--- src/hdl/lc3b_pkg.sv ---
`default_nettype none

package lc3b_pkg;

    localparam int WORD_W = 16;
    localparam int REG_W = 3;
    localparam int OPCODE_W = 4;

    typedef logic [WORD_W-1:0] lc3b_word_t;
    typedef logic [REG_W-1:0] lc3b_reg_t;

    // values follow instruction bits 15 to 12.
    typedef enum logic [OPCODE_W-1:0] {
        op_br   = 4'b0000,
        op_add  = 4'b0001,
        op_ldb  = 4'b0010,
        op_stb  = 4'b0011,
        op_jsr  = 4'b0100,
        op_and  = 4'b0101,
        op_ldr  = 4'b0110,
        op_str  = 4'b0111,
        op_rti  = 4'b1000,
        op_not  = 4'b1001,
        op_ldi  = 4'b1010,
        op_sti  = 4'b1011,
        op_jmp  = 4'b1100,
        op_shf  = 4'b1101,
        op_lea  = 4'b1110,
        op_trap = 4'b1111
    } lc3b_opcode_e;

    // The all-zero value of this word is a bubble.
    typedef struct packed {
        lc3b_opcode_e opcode;
        logic         reg_write;  // jsr and trap also write r7.
        logic         mem_read;
        logic         mem_write;
        logic         use_imm;
        logic         is_branch;  // any change of flow, rti included.
    } lc3b_ctrl_t;

endpackage

`default_nettype wire

--- src/hdl/fetch_if.sv ---
`timescale 1ns/1ps
`default_nettype none

interface fetch_if;

    logic                valid;
    logic                ready;
    lc3b_pkg::lc3b_word_t pc;     // byte address of instr.
    lc3b_pkg::lc3b_word_t instr;

    modport source (
        output valid,
        output pc,
        output instr,
        input  ready
    );

    modport sink (
        input  valid,
        input  pc,
        input  instr,
        output ready
    );

endinterface

`default_nettype wire

--- src/hdl/fetch_unit.sv ---
`timescale 1ns/1ps
`default_nettype none

module fetch_unit #(
    parameter lc3b_pkg::lc3b_word_t RESET_PC = 16'h0000
) (
    input  logic                 clk,
    input  logic                 rst_n,
    output logic                 wb_cyc,
    output logic                 wb_stb,
    output lc3b_pkg::lc3b_word_t wb_adr,
    input  lc3b_pkg::lc3b_word_t wb_dat_i,
    input  logic                 wb_ack,
    fetch_if.source              out
);

    logic                 busy;        // a read cycle is open on the bus.
    logic                 hold_valid;
    logic                 start;
    logic                 done;
    lc3b_pkg::lc3b_word_t pc;
    lc3b_pkg::lc3b_word_t hold_pc;
    lc3b_pkg::lc3b_word_t hold_instr;

    // The hold must be able to take the result, so a cycle opens only
    // when it is empty or gives up its word on this edge.
    assign start = !busy && (!hold_valid || out.ready);
    assign done = busy && wb_ack;

    always_ff @(posedge clk)
    begin
        if (!rst_n)
        begin
            busy <= 1'b0;
            pc <= RESET_PC;
        end
        else if (done)
        begin
            busy <= 1'b0;  // cyc drops on the cycle after ack.
            pc <= pc + 16'd2;
        end
        else if (start)
        begin
            busy <= 1'b1;
        end
    end

    always_ff @(posedge clk)
    begin
        if (!rst_n)
        begin
            hold_valid <= 1'b0;
        end
        else if (done)
        begin
            hold_valid <= 1'b1;
        end
        else if (out.ready)
        begin
            hold_valid <= 1'b0;
        end
    end

    // the hold is empty whenever ack arrives, so it can load unconditionally.
    always_ff @(posedge clk)
    begin
        if (done)
        begin
            hold_pc <= pc;
            hold_instr <= wb_dat_i;
        end
    end

    assign wb_cyc = busy;
    assign wb_stb = busy;
    assign wb_adr = pc;

    assign out.valid = hold_valid;
    assign out.pc = hold_pc;
    assign out.instr = hold_instr;

endmodule

`default_nettype wire

--- src/hdl/ifid_reg.sv ---
`timescale 1ns/1ps
`default_nettype none

module ifid_reg (
    input  logic  clk,
    input  logic  rst_n,
    fetch_if.sink   in,
    fetch_if.source out
);

    logic                 full;
    logic                 accept;
    lc3b_pkg::lc3b_word_t pc_q;
    lc3b_pkg::lc3b_word_t instr_q;

    // A full entry that drains on this edge can be refilled at once,
    // which keeps one item per cycle flowing.
    assign in.ready = !full || out.ready;
    assign accept = in.valid && in.ready;

    always_ff @(posedge clk)
    begin
        if (!rst_n)
        begin
            full <= 1'b0;
        end
        else if (accept)
        begin
            full <= 1'b1;
        end
        else if (out.ready)
        begin
            full <= 1'b0;  // drained with nothing behind it.
        end
    end

    always_ff @(posedge clk)
    begin
        if (accept)
        begin
            pc_q <= in.pc;
            instr_q <= in.instr;
        end
    end

    assign out.valid = full;
    assign out.pc = pc_q;
    assign out.instr = instr_q;

endmodule

`default_nettype wire

--- src/hdl/decode_unit.sv ---
`timescale 1ns/1ps
`default_nettype none

module decode_unit (
    input  logic                 clk,
    input  logic                 rst_n,
    fetch_if.sink                in,
    output logic                 out_valid,
    input  logic                 out_ready,
    output lc3b_pkg::lc3b_word_t out_pc,
    output lc3b_pkg::lc3b_ctrl_t out_ctrl,
    output lc3b_pkg::lc3b_reg_t  out_dest,
    output lc3b_pkg::lc3b_reg_t  out_src1,
    output lc3b_pkg::lc3b_reg_t  out_src2,
    output lc3b_pkg::lc3b_word_t out_imm,
    output lc3b_pkg::lc3b_word_t out_trapvect
);

    logic                    accept;
    logic                    bubble;
    lc3b_pkg::lc3b_word_t    instr;
    lc3b_pkg::lc3b_opcode_e  opcode;
    lc3b_pkg::lc3b_ctrl_t    ctrl_d;
    lc3b_pkg::lc3b_word_t    imm_d;

    assign instr = in.instr;
    assign opcode = lc3b_pkg::lc3b_opcode_e'(instr[15:12]);
    assign bubble = (instr == 16'h0000);  // br with no condition bits.

    always_comb
    begin
        ctrl_d = '0;
        imm_d = '0;
        ctrl_d.opcode = opcode;
        case (opcode)
            lc3b_pkg::op_add, lc3b_pkg::op_and:
            begin
                ctrl_d.reg_write = 1'b1;
                ctrl_d.use_imm = instr[5];
                imm_d = {{11{instr[4]}}, instr[4:0]};
            end
            lc3b_pkg::op_not:
                ctrl_d.reg_write = 1'b1;
            lc3b_pkg::op_shf:
            begin
                ctrl_d.reg_write = 1'b1;
                ctrl_d.use_imm = 1'b1;
                imm_d = {12'h000, instr[3:0]};  // shift amount is unsigned.
            end
            lc3b_pkg::op_ldb, lc3b_pkg::op_ldr:
            begin
                ctrl_d.reg_write = 1'b1;
                ctrl_d.mem_read = 1'b1;
                imm_d = {{10{instr[5]}}, instr[5:0]};
            end
            lc3b_pkg::op_stb, lc3b_pkg::op_str:
            begin
                ctrl_d.mem_write = 1'b1;
                imm_d = {{10{instr[5]}}, instr[5:0]};
            end
            lc3b_pkg::op_ldi:
            begin
                ctrl_d.reg_write = 1'b1;
                ctrl_d.mem_read = 1'b1;
                imm_d = {{7{instr[8]}}, instr[8:0]};
            end
            lc3b_pkg::op_sti:
            begin
                ctrl_d.mem_write = 1'b1;
                imm_d = {{7{instr[8]}}, instr[8:0]};
            end
            lc3b_pkg::op_lea:
            begin
                ctrl_d.reg_write = 1'b1;
                imm_d = {{7{instr[8]}}, instr[8:0]};
            end
            lc3b_pkg::op_br:
            begin
                ctrl_d.is_branch = 1'b1;
                imm_d = {{7{instr[8]}}, instr[8:0]};
            end
            lc3b_pkg::op_jsr:
            begin
                ctrl_d.reg_write = 1'b1;
                ctrl_d.is_branch = 1'b1;
                // jsrr takes its target from a register and has no offset.
                if (instr[11])
                    imm_d = {{5{instr[10]}}, instr[10:0]};
            end
            lc3b_pkg::op_trap:
            begin
                ctrl_d.reg_write = 1'b1;
                ctrl_d.is_branch = 1'b1;
            end
            default:
                ctrl_d.is_branch = 1'b1;  // jmp and rti.
        endcase
    end

    assign in.ready = !out_valid || out_ready;
    assign accept = in.valid && in.ready;

    always_ff @(posedge clk)
    begin
        if (!rst_n)
            out_valid <= 1'b0;
        else if (accept)
            out_valid <= 1'b1;
        else if (out_ready)
            out_valid <= 1'b0;
    end

    always_ff @(posedge clk)
    begin
        if (accept)
        begin
            out_pc <= in.pc;
            out_ctrl <= bubble ? '0 : ctrl_d;  // a zero word would decode as br.
            out_dest <= instr[11:9];
            out_src1 <= instr[8:6];
            out_src2 <= instr[2:0];
            out_imm <= imm_d;
            out_trapvect <= {7'd0, instr[7:0], 1'b0};
        end
    end

endmodule

`default_nettype wire

--- src/hdl/lc3b_frontend.sv ---
`timescale 1ns/1ps
`default_nettype none

module lc3b_frontend #(
    parameter lc3b_pkg::lc3b_word_t RESET_PC = 16'h0000
) (
    input  logic                 clk,
    input  logic                 rst_n,
    output logic                 wb_cyc,
    output logic                 wb_stb,
    output lc3b_pkg::lc3b_word_t wb_adr,
    input  lc3b_pkg::lc3b_word_t wb_dat_i,
    input  logic                 wb_ack,
    output logic                 out_valid,
    input  logic                 out_ready,
    output lc3b_pkg::lc3b_word_t out_pc,
    output lc3b_pkg::lc3b_ctrl_t out_ctrl,
    output lc3b_pkg::lc3b_reg_t  out_dest,
    output lc3b_pkg::lc3b_reg_t  out_src1,
    output lc3b_pkg::lc3b_reg_t  out_src2,
    output lc3b_pkg::lc3b_word_t out_imm,
    output lc3b_pkg::lc3b_word_t out_trapvect
);

    fetch_if if_link ();
    fetch_if id_link ();  // carries the raw word, decode happens downstream.

    fetch_unit #(
        .RESET_PC (RESET_PC)
    ) fetch_unit_i (
        .clk      (clk),
        .rst_n    (rst_n),
        .wb_cyc   (wb_cyc),
        .wb_stb   (wb_stb),
        .wb_adr   (wb_adr),
        .wb_dat_i (wb_dat_i),
        .wb_ack   (wb_ack),
        .out      (if_link)
    );

    ifid_reg ifid_reg_i (
        .clk   (clk),
        .rst_n (rst_n),
        .in    (if_link),
        .out   (id_link)
    );

    decode_unit decode_unit_i (
        .clk          (clk),
        .rst_n        (rst_n),
        .in           (id_link),
        .out_valid    (out_valid),
        .out_ready    (out_ready),
        .out_pc       (out_pc),
        .out_ctrl     (out_ctrl),
        .out_dest     (out_dest),
        .out_src1     (out_src1),
        .out_src2     (out_src2),
        .out_imm      (out_imm),
        .out_trapvect (out_trapvect)
    );

endmodule

`default_nettype wire

--- config.mk ---
export PLATFORM = sky130hd
export DESIGN_NAME = lc3b_frontend
export DESIGN_NICKNAME = d
export VERILOG_FILES = /design/src/hdl/lc3b_pkg.sv /design/src/hdl/fetch_if.sv /design/src/hdl/fetch_unit.sv /design/src/hdl/ifid_reg.sv /design/src/hdl/decode_unit.sv /design/src/hdl/lc3b_frontend.sv
export SDC_FILE = /design/constraint.sdc
export NUM_CORES = 1
export LEC_CHECK = 0
export BUFFER_PORTS_ARGS = -buffer_cell sky130_fd_sc_hd__buf_2
export CORE_ASPECT_RATIO = 0.5
export CORE_MARGIN = 1
export CORE_UTILIZATION = 53
export DETAILED_ROUTE_END_ITERATION = 16
export HOLD_SLACK_MARGIN = 0.1
export PLACE_DENSITY = 0.75
export SYNTH_ARGS = -nofsm -noshare
export SYNTH_HDL_FRONTEND = slang
export SYNTH_SLANG_ARGS = --single-unit
--- constraint.sdc ---
create_clock -name clk -period 4 [get_ports clk]
set_input_delay 0 -clock clk [delete_from_list [all_inputs] [get_ports clk]]
set_output_delay 0 -clock clk [all_outputs]
set_load 0.01 [all_outputs]
# ---- After elaboration in Yosys (flattened, before gate mapping)
# Index checks and enable logic that the tools add are counted.
# W data, S select, Z words.
dict set report totals {
  inputBits 20
  latchBits 0
  n_memories 0
  out_inout_bits 85
  rom_bits 0
  ff_bits 142
  ram_bits 0
}
dict set report op_classes {
  n_addsub 1
  n_mul 0
  n_div 0
  n_reduce_logical 24
  shifts 0
  bitwise_logic 1
  mux 13
  magnitude_cmp 0
  eq_ne 13
}
# operator count
set ops {}
lappend ops {{$pmux W16 S5} 1}
lappend ops {{$eq A4 B4 Y1 const B} 6}
lappend ops {{$add A16 B2 Y16 const B} 1}
lappend ops {{$eq A4 B3 Y1 const B} 4}
lappend ops {{$logic_not A16 Y1} 1}
lappend ops {{$mux W16} 1}
lappend ops {{$reduce_or A11 Y1} 1}
lappend ops {{$mux W1} 10}
lappend ops {{$reduce_or A10 Y1} 1}
lappend ops {{$eq A4 B2 Y1 const B} 2}
lappend ops {{$reduce_or A4 Y1} 2}
lappend ops {{$reduce_bool A2 Y1} 3}
lappend ops {{$reduce_or A3 Y1} 2}
lappend ops {{$eq A4 B1 Y1 const B} 1}
lappend ops {{$logic_and A1 B1 Y1} 4}
lappend ops {{$logic_not A1 Y1} 4}
lappend ops {{$logic_not A4 Y1} 1}
lappend ops {{$reduce_or A2 Y1} 2}
lappend ops {{$logic_or A1 B1 Y1} 3}
lappend ops {{$pmux W1 S2} 1}
lappend ops {{$not A1 Y1} 1}

# ---- Depth between registers and ports, before layout
dict set report logic_depth {
  ltp_word 5
  depth_mapped 6
  depth_no_buf 5
}

# ---- Cells and area by module
# From an unflattened synthesis, not the netlist that was laid out.
dict set report unflattened {
  cells_unflattened 292
  hier_area_um2 4742.0
}
# module cells_per_inst seq_area_each_um2 instances area_per_inst_um2
set modules_own_cells {}
lappend modules_own_cells {decode_unit 128 1461.4 1 1969.4}
lappend modules_own_cells {fetch_unit 127 1271.2 1 1754.2}
lappend modules_own_cells {ifid_reg 37 980.9 1 1018.5}

# ---- Worst setup path before layout
# No wires, ideal clock.
dict set report synth_timing {
  path_kind {flip-flop to flip-flop}
  start {register decode_unit_i.out_valid}
  end {register ifid_reg_i.instr_q[0] (netlist: ifid_reg_i.out.instr[0]) (enable)}
  path_slack_ps 725
  arrival_time_ps 2809
  stages_incl_launch_ff 3
  setup_ps 467
  synth_period_minus_slack_ps 3275
  cell_sequence {dfxtp_1 nor2b_1 a21boi_0}
}
dict set report synth_between {
  elab_chain_cells 4
}
# element line
set synth_rtl {}
lappend synth_rtl {{from (decl)} decode_unit.sv:8} ;# output logic out_valid,
lappend synth_rtl {{from (signal assigned)} decode_unit.sv:106} ;# out_valid <= 1'b0;
lappend synth_rtl {{from (signal assigned)} decode_unit.sv:108} ;# out_valid <= 1'b1;
lappend synth_rtl {{from (signal assigned)} decode_unit.sv:110} ;# out_valid <= 1'b0;
lappend synth_rtl {{$logic_not A1 Y1} decode_unit.sv:100} ;# assign in.ready = !out_valid || out_ready;
lappend synth_rtl {{$logic_or A1 B1 Y1} decode_unit.sv:100}
lappend synth_rtl {{$logic_or A1 B1 Y1} ifid_reg.sv:18} ;# assign in.ready = !full || out.ready;
lappend synth_rtl {{$logic_and A1 B1 Y1} ifid_reg.sv:19} ;# assign accept = in.valid && in.ready;
lappend synth_rtl {{via ifid_reg_i.accept} ifid_reg.sv:12} ;# logic accept;
lappend synth_rtl {{to (signal assigned)} ifid_reg.sv:42} ;# instr_q <= in.instr;
lappend synth_rtl {{to (decl)} ifid_reg.sv:14} ;# lc3b_pkg::lc3b_word_t instr_q;
# The timed path passes the listed nets, and every way through them passes these cells.
# A chain may end at the register's enable or synchronous reset.

# ---- Worst setup path after layout
dict set report layout_timing {
  start {register fetch_unit_i.busy (netlist: fetch_unit_i.wb_cyc)}
  end {register fetch_unit_i.pc[5] (netlist: fetch_unit_i.wb_adr[5])}
}
dict set report layout_between {
  elab_chain_cells 1
}
# element line
set layout_rtl {}
lappend layout_rtl {{from (decl)} fetch_unit.sv:17} ;# logic busy;
lappend layout_rtl {{from (signal assigned)} fetch_unit.sv:34} ;# busy <= 1'b0;
lappend layout_rtl {{from (signal assigned)} fetch_unit.sv:39} ;# busy <= 1'b0;
lappend layout_rtl {{from (signal assigned)} fetch_unit.sv:44} ;# busy <= 1'b1;
lappend layout_rtl {{$logic_and A1 B1 Y1} fetch_unit.sv:28} ;# assign done = busy && wb_ack;
lappend layout_rtl {{via fetch_unit_i.done} fetch_unit.sv:20} ;# logic done;
lappend layout_rtl {{to (signal assigned)} fetch_unit.sv:40} ;# pc <= pc + 16'd2;
lappend layout_rtl {{to (decl)} fetch_unit.sv:21} ;# lc3b_pkg::lc3b_word_t pc;
# The timed path passes the listed nets, and every way through them passes these cells.

==> metrics <==
total track usage 17.9%; vias in the first global route 2363; Most common cell on crit path nand2_1; Worst path slowest cell dfxtp_1; Synth async-reset ratio 0%; detailed-route vias per instance 4.93; Clock Tree Buf Depth 2; Cell variety after synth 39; drt total wl 7290 µm; Crit Path Max Fanout 26; Final Hold Viols 0; syn_area_per_cell 16.2 µm²; antenna violations before repair 0; ant diodes 0; post-placement cell count 467; Final Power 2.95 mW; P&R area growth vs syn 26.2%; Row Count 23; RD Place Congestion around 0.85; YS warnings 0; Detailed Place HPWL approximately 4700 µm; met2 WL 3480 µm; Max IR drop VDD 0.338 mV; synth top area cells edfxtp_1 72%, dfxtp_1 8.3%, buf_4 3.4%; DRC viols 0; Power per Cell Area roughly 510 nW/µm²; Synth top area share 71.6%; non-filler cells, final 516; most common cell after layout, fill and taps aside edfxtp_1; Num CTS Buffers 17; CP endpoint kind register; CP peak stage delay 0.44 ns; Final Max Slew Viols 0; clk slew on worst S/H paths approximately 0.050 ns; post-synth top area cell edfxtp_1; TritonCTS clock tree yes; vias approximately 2500; FMAX 501 MHz; Area after DPL slightly above 5000 µm²; DR iter-0 viols 217; Synth Instances 282; Final Cycle Share 49.9%; unrepaired setup endpoints after global routing false; Ports 105; most frequent cells in the layout 109 x edfxtp_1, 94 x buf_2, 20 x nand2_1, 19 x dfxtp_1, 19 x dlygate4sd3_1; final worst setup slack 2.00 ns; core area slightly above 8000 µm²; first-pass GRT wire length 11300 µm; worst path required time 4.33 ns; WL/cell 14.1 µm; die height 67.7 µm; Top Layer Used met4; die area around 9000 µm²; clk sink count 128; nature of the critical path startpoint register; Antenna Nets Post-Route 0; fill count 544; CTS root buf clkbuf_16; slew margin rel. a little under a fifth; number of synthesized flops with an enable pin 109; input/output buffers 94; Detailed Routing Iterations Pass 1 4; Worst EP arrival 2.33 ns; worst slack at placement 2.06 ns; Pleak 2.22 nW; worst-skew pair later-pin latency 0.41 ns; Seq/Total Area, Yosys between 70% and 80%; met1 WL 3070 µm; top_reg_cell synth edfxtp_1; post-layout min period 2.00 ns; Layout Nets 414; Post-CTS Setup Bufs 0; fin area 5770 µm²; share of post-route cells with drive strength above 1 between 30% and 40%; CP cell instances nand2_1 > inv_1 > buf_4 > nand2_1 > or3_1 > a21oi_1; Hold Crit Class input port to register; status finished clean; Final Core Density slightly above 70%; grt ovf 0; max cap viols 0; Crit Path Class register to register; worst-margin pin slew between 1 and 1.5 ns; pin count of the biggest net entering global routing 48; Final Setup Violations 0; Clock Skew 0.0126 ns; WL met3 551 µm; setup_tns 0 ns; die width 133 µm; final hold slack roughly 0.31 ns; Cell Area, Synth 4570 µm²; Synth Register Bits ~130; H-tree level count 4; Initial Utilization between 50% and 60%; post-CTS resize count 0
## sequential cells by signal, summed over array words and instances (netlist names)
register,count
decode_unit_i.out_ctrl,9
decode_unit_i.out_dest,3
decode_unit_i.out_imm,11
decode_unit_i.out_pc,15
decode_unit_i.out_src1,3
decode_unit_i.out_src2,2
decode_unit_i.out_trapvect,4
decode_unit_i.out_valid,1
fetch_unit_i.out.instr,16
fetch_unit_i.out.pc,15
fetch_unit_i.out.valid,1
fetch_unit_i.wb_adr,15
fetch_unit_i.wb_cyc,1
ifid_reg_i.out.instr,16
ifid_reg_i.out.pc,15
ifid_reg_i.out.valid,1
## synthesized netlist by cell type, types with 2 or more instances
master and n:
a21o_1 5, a21oi_1 9, a41oi_1 2, and2_1 7, and3_1 3, buf_1 2
buf_4 21, clkbuf_1 7, dfxtp_1 19, edfxtp_1 109, mux2i_1 2, nand2_1 20
nand2b_1 3, nand3_1 5, nand4_1 6, nor2_1 15, nor2b_1 2, nor3_1 5
nor4_1 4, o21ai_0 6, or3_1 2, xnor2_1 6, xor2_1 6
## worst paths after layout
| check | startpoint | to | slack (ns) | cells past startpoint |
|---|---|---|---|---|
| worst max-delay path | fetch_unit_i.wb_cyc | fetch_unit_i.wb_adr[5] | 2.00 | 6 |
| worst min-delay path | wb_dat_i[15] | fetch_unit_i.out.instr[15] | 0.31 | 2 |
| worst max register to register | fetch_unit_i.wb_cyc | fetch_unit_i.wb_adr[5] | 2.00 | 6 |
| worst min register to register | ifid_reg_i.out.pc[11] | decode_unit_i.out_pc[11] | 0.41 | 0 |
## routing by layer
metal / track usage [%] / up-vias
met5: 0 / -
li1: - / 1227
met3: 8.56 / 21
met1: 19.4 / 1186
met4: 10.9 / 0
met2: 29.4 / 110
## critical path: cells and delay by family, from the launching register on
| family | cells | cell delay, ns |
|---|---|---|
| compound gates | 1 | 0.14 |
| flops | 1 | 0.44 |
| buf+inv | 2 | 0.70 |
| simple gates | 3 | 0.63 |
## layout make-up
class | count | area (µm²) | share of cell area [%]
tap | 112 | 140 | 2.43
inverter | 2 | 7.51 | 0.130
clock inverter | 10 | 96.3 | 1.67
sequential | 128 | 3650 | 63.3
clock buffer | 20 | 437 | 7.57
timing repair buffer | 114 | 668 | 11.6
multi-input combinational | 130 | 768 | 13.3
## report_power, final
group	switching (mW)	total, mW	internal (mW)
combinational	0.0448	0.0797	0.0349
sequential	0.0156	1.49	1.48
clock	0.484	1.38	0.893
total	0.545	2.95	2.41
## kinds of logic (layout without fill, tap and decap cells)
| family | Yosys count | count (layout) | share of synthesized area, % |
|---|---|---|---|
| buffers and inverters | 33 | 146 | 4.46 |
| AO/OA/AOI/OAI | 25 | 25 | 3.39 |
| AND/OR/NAND/NOR | 80 | 80 | 9.17 |
| XOR/XNOR | 12 | 12 | 2.30 |
| flip-flops | 128 | 128 | 79.9 |
| other | 1 | 10 | 0.0820 |
| adder cells (fa/ha/maj) | 1 | 1 | 0.274 |
| multiplexers | 2 | 2 | 0.438 |
## timing repair
| item | CTS | global route |
|---|---|---|
| endpoints found under the hold margin | 25 | 0 |
| hold buffers | 19 | 0 |
| endpoints found under the setup margin | 0 | 0 |
Power figures use the tool's default switching activity.
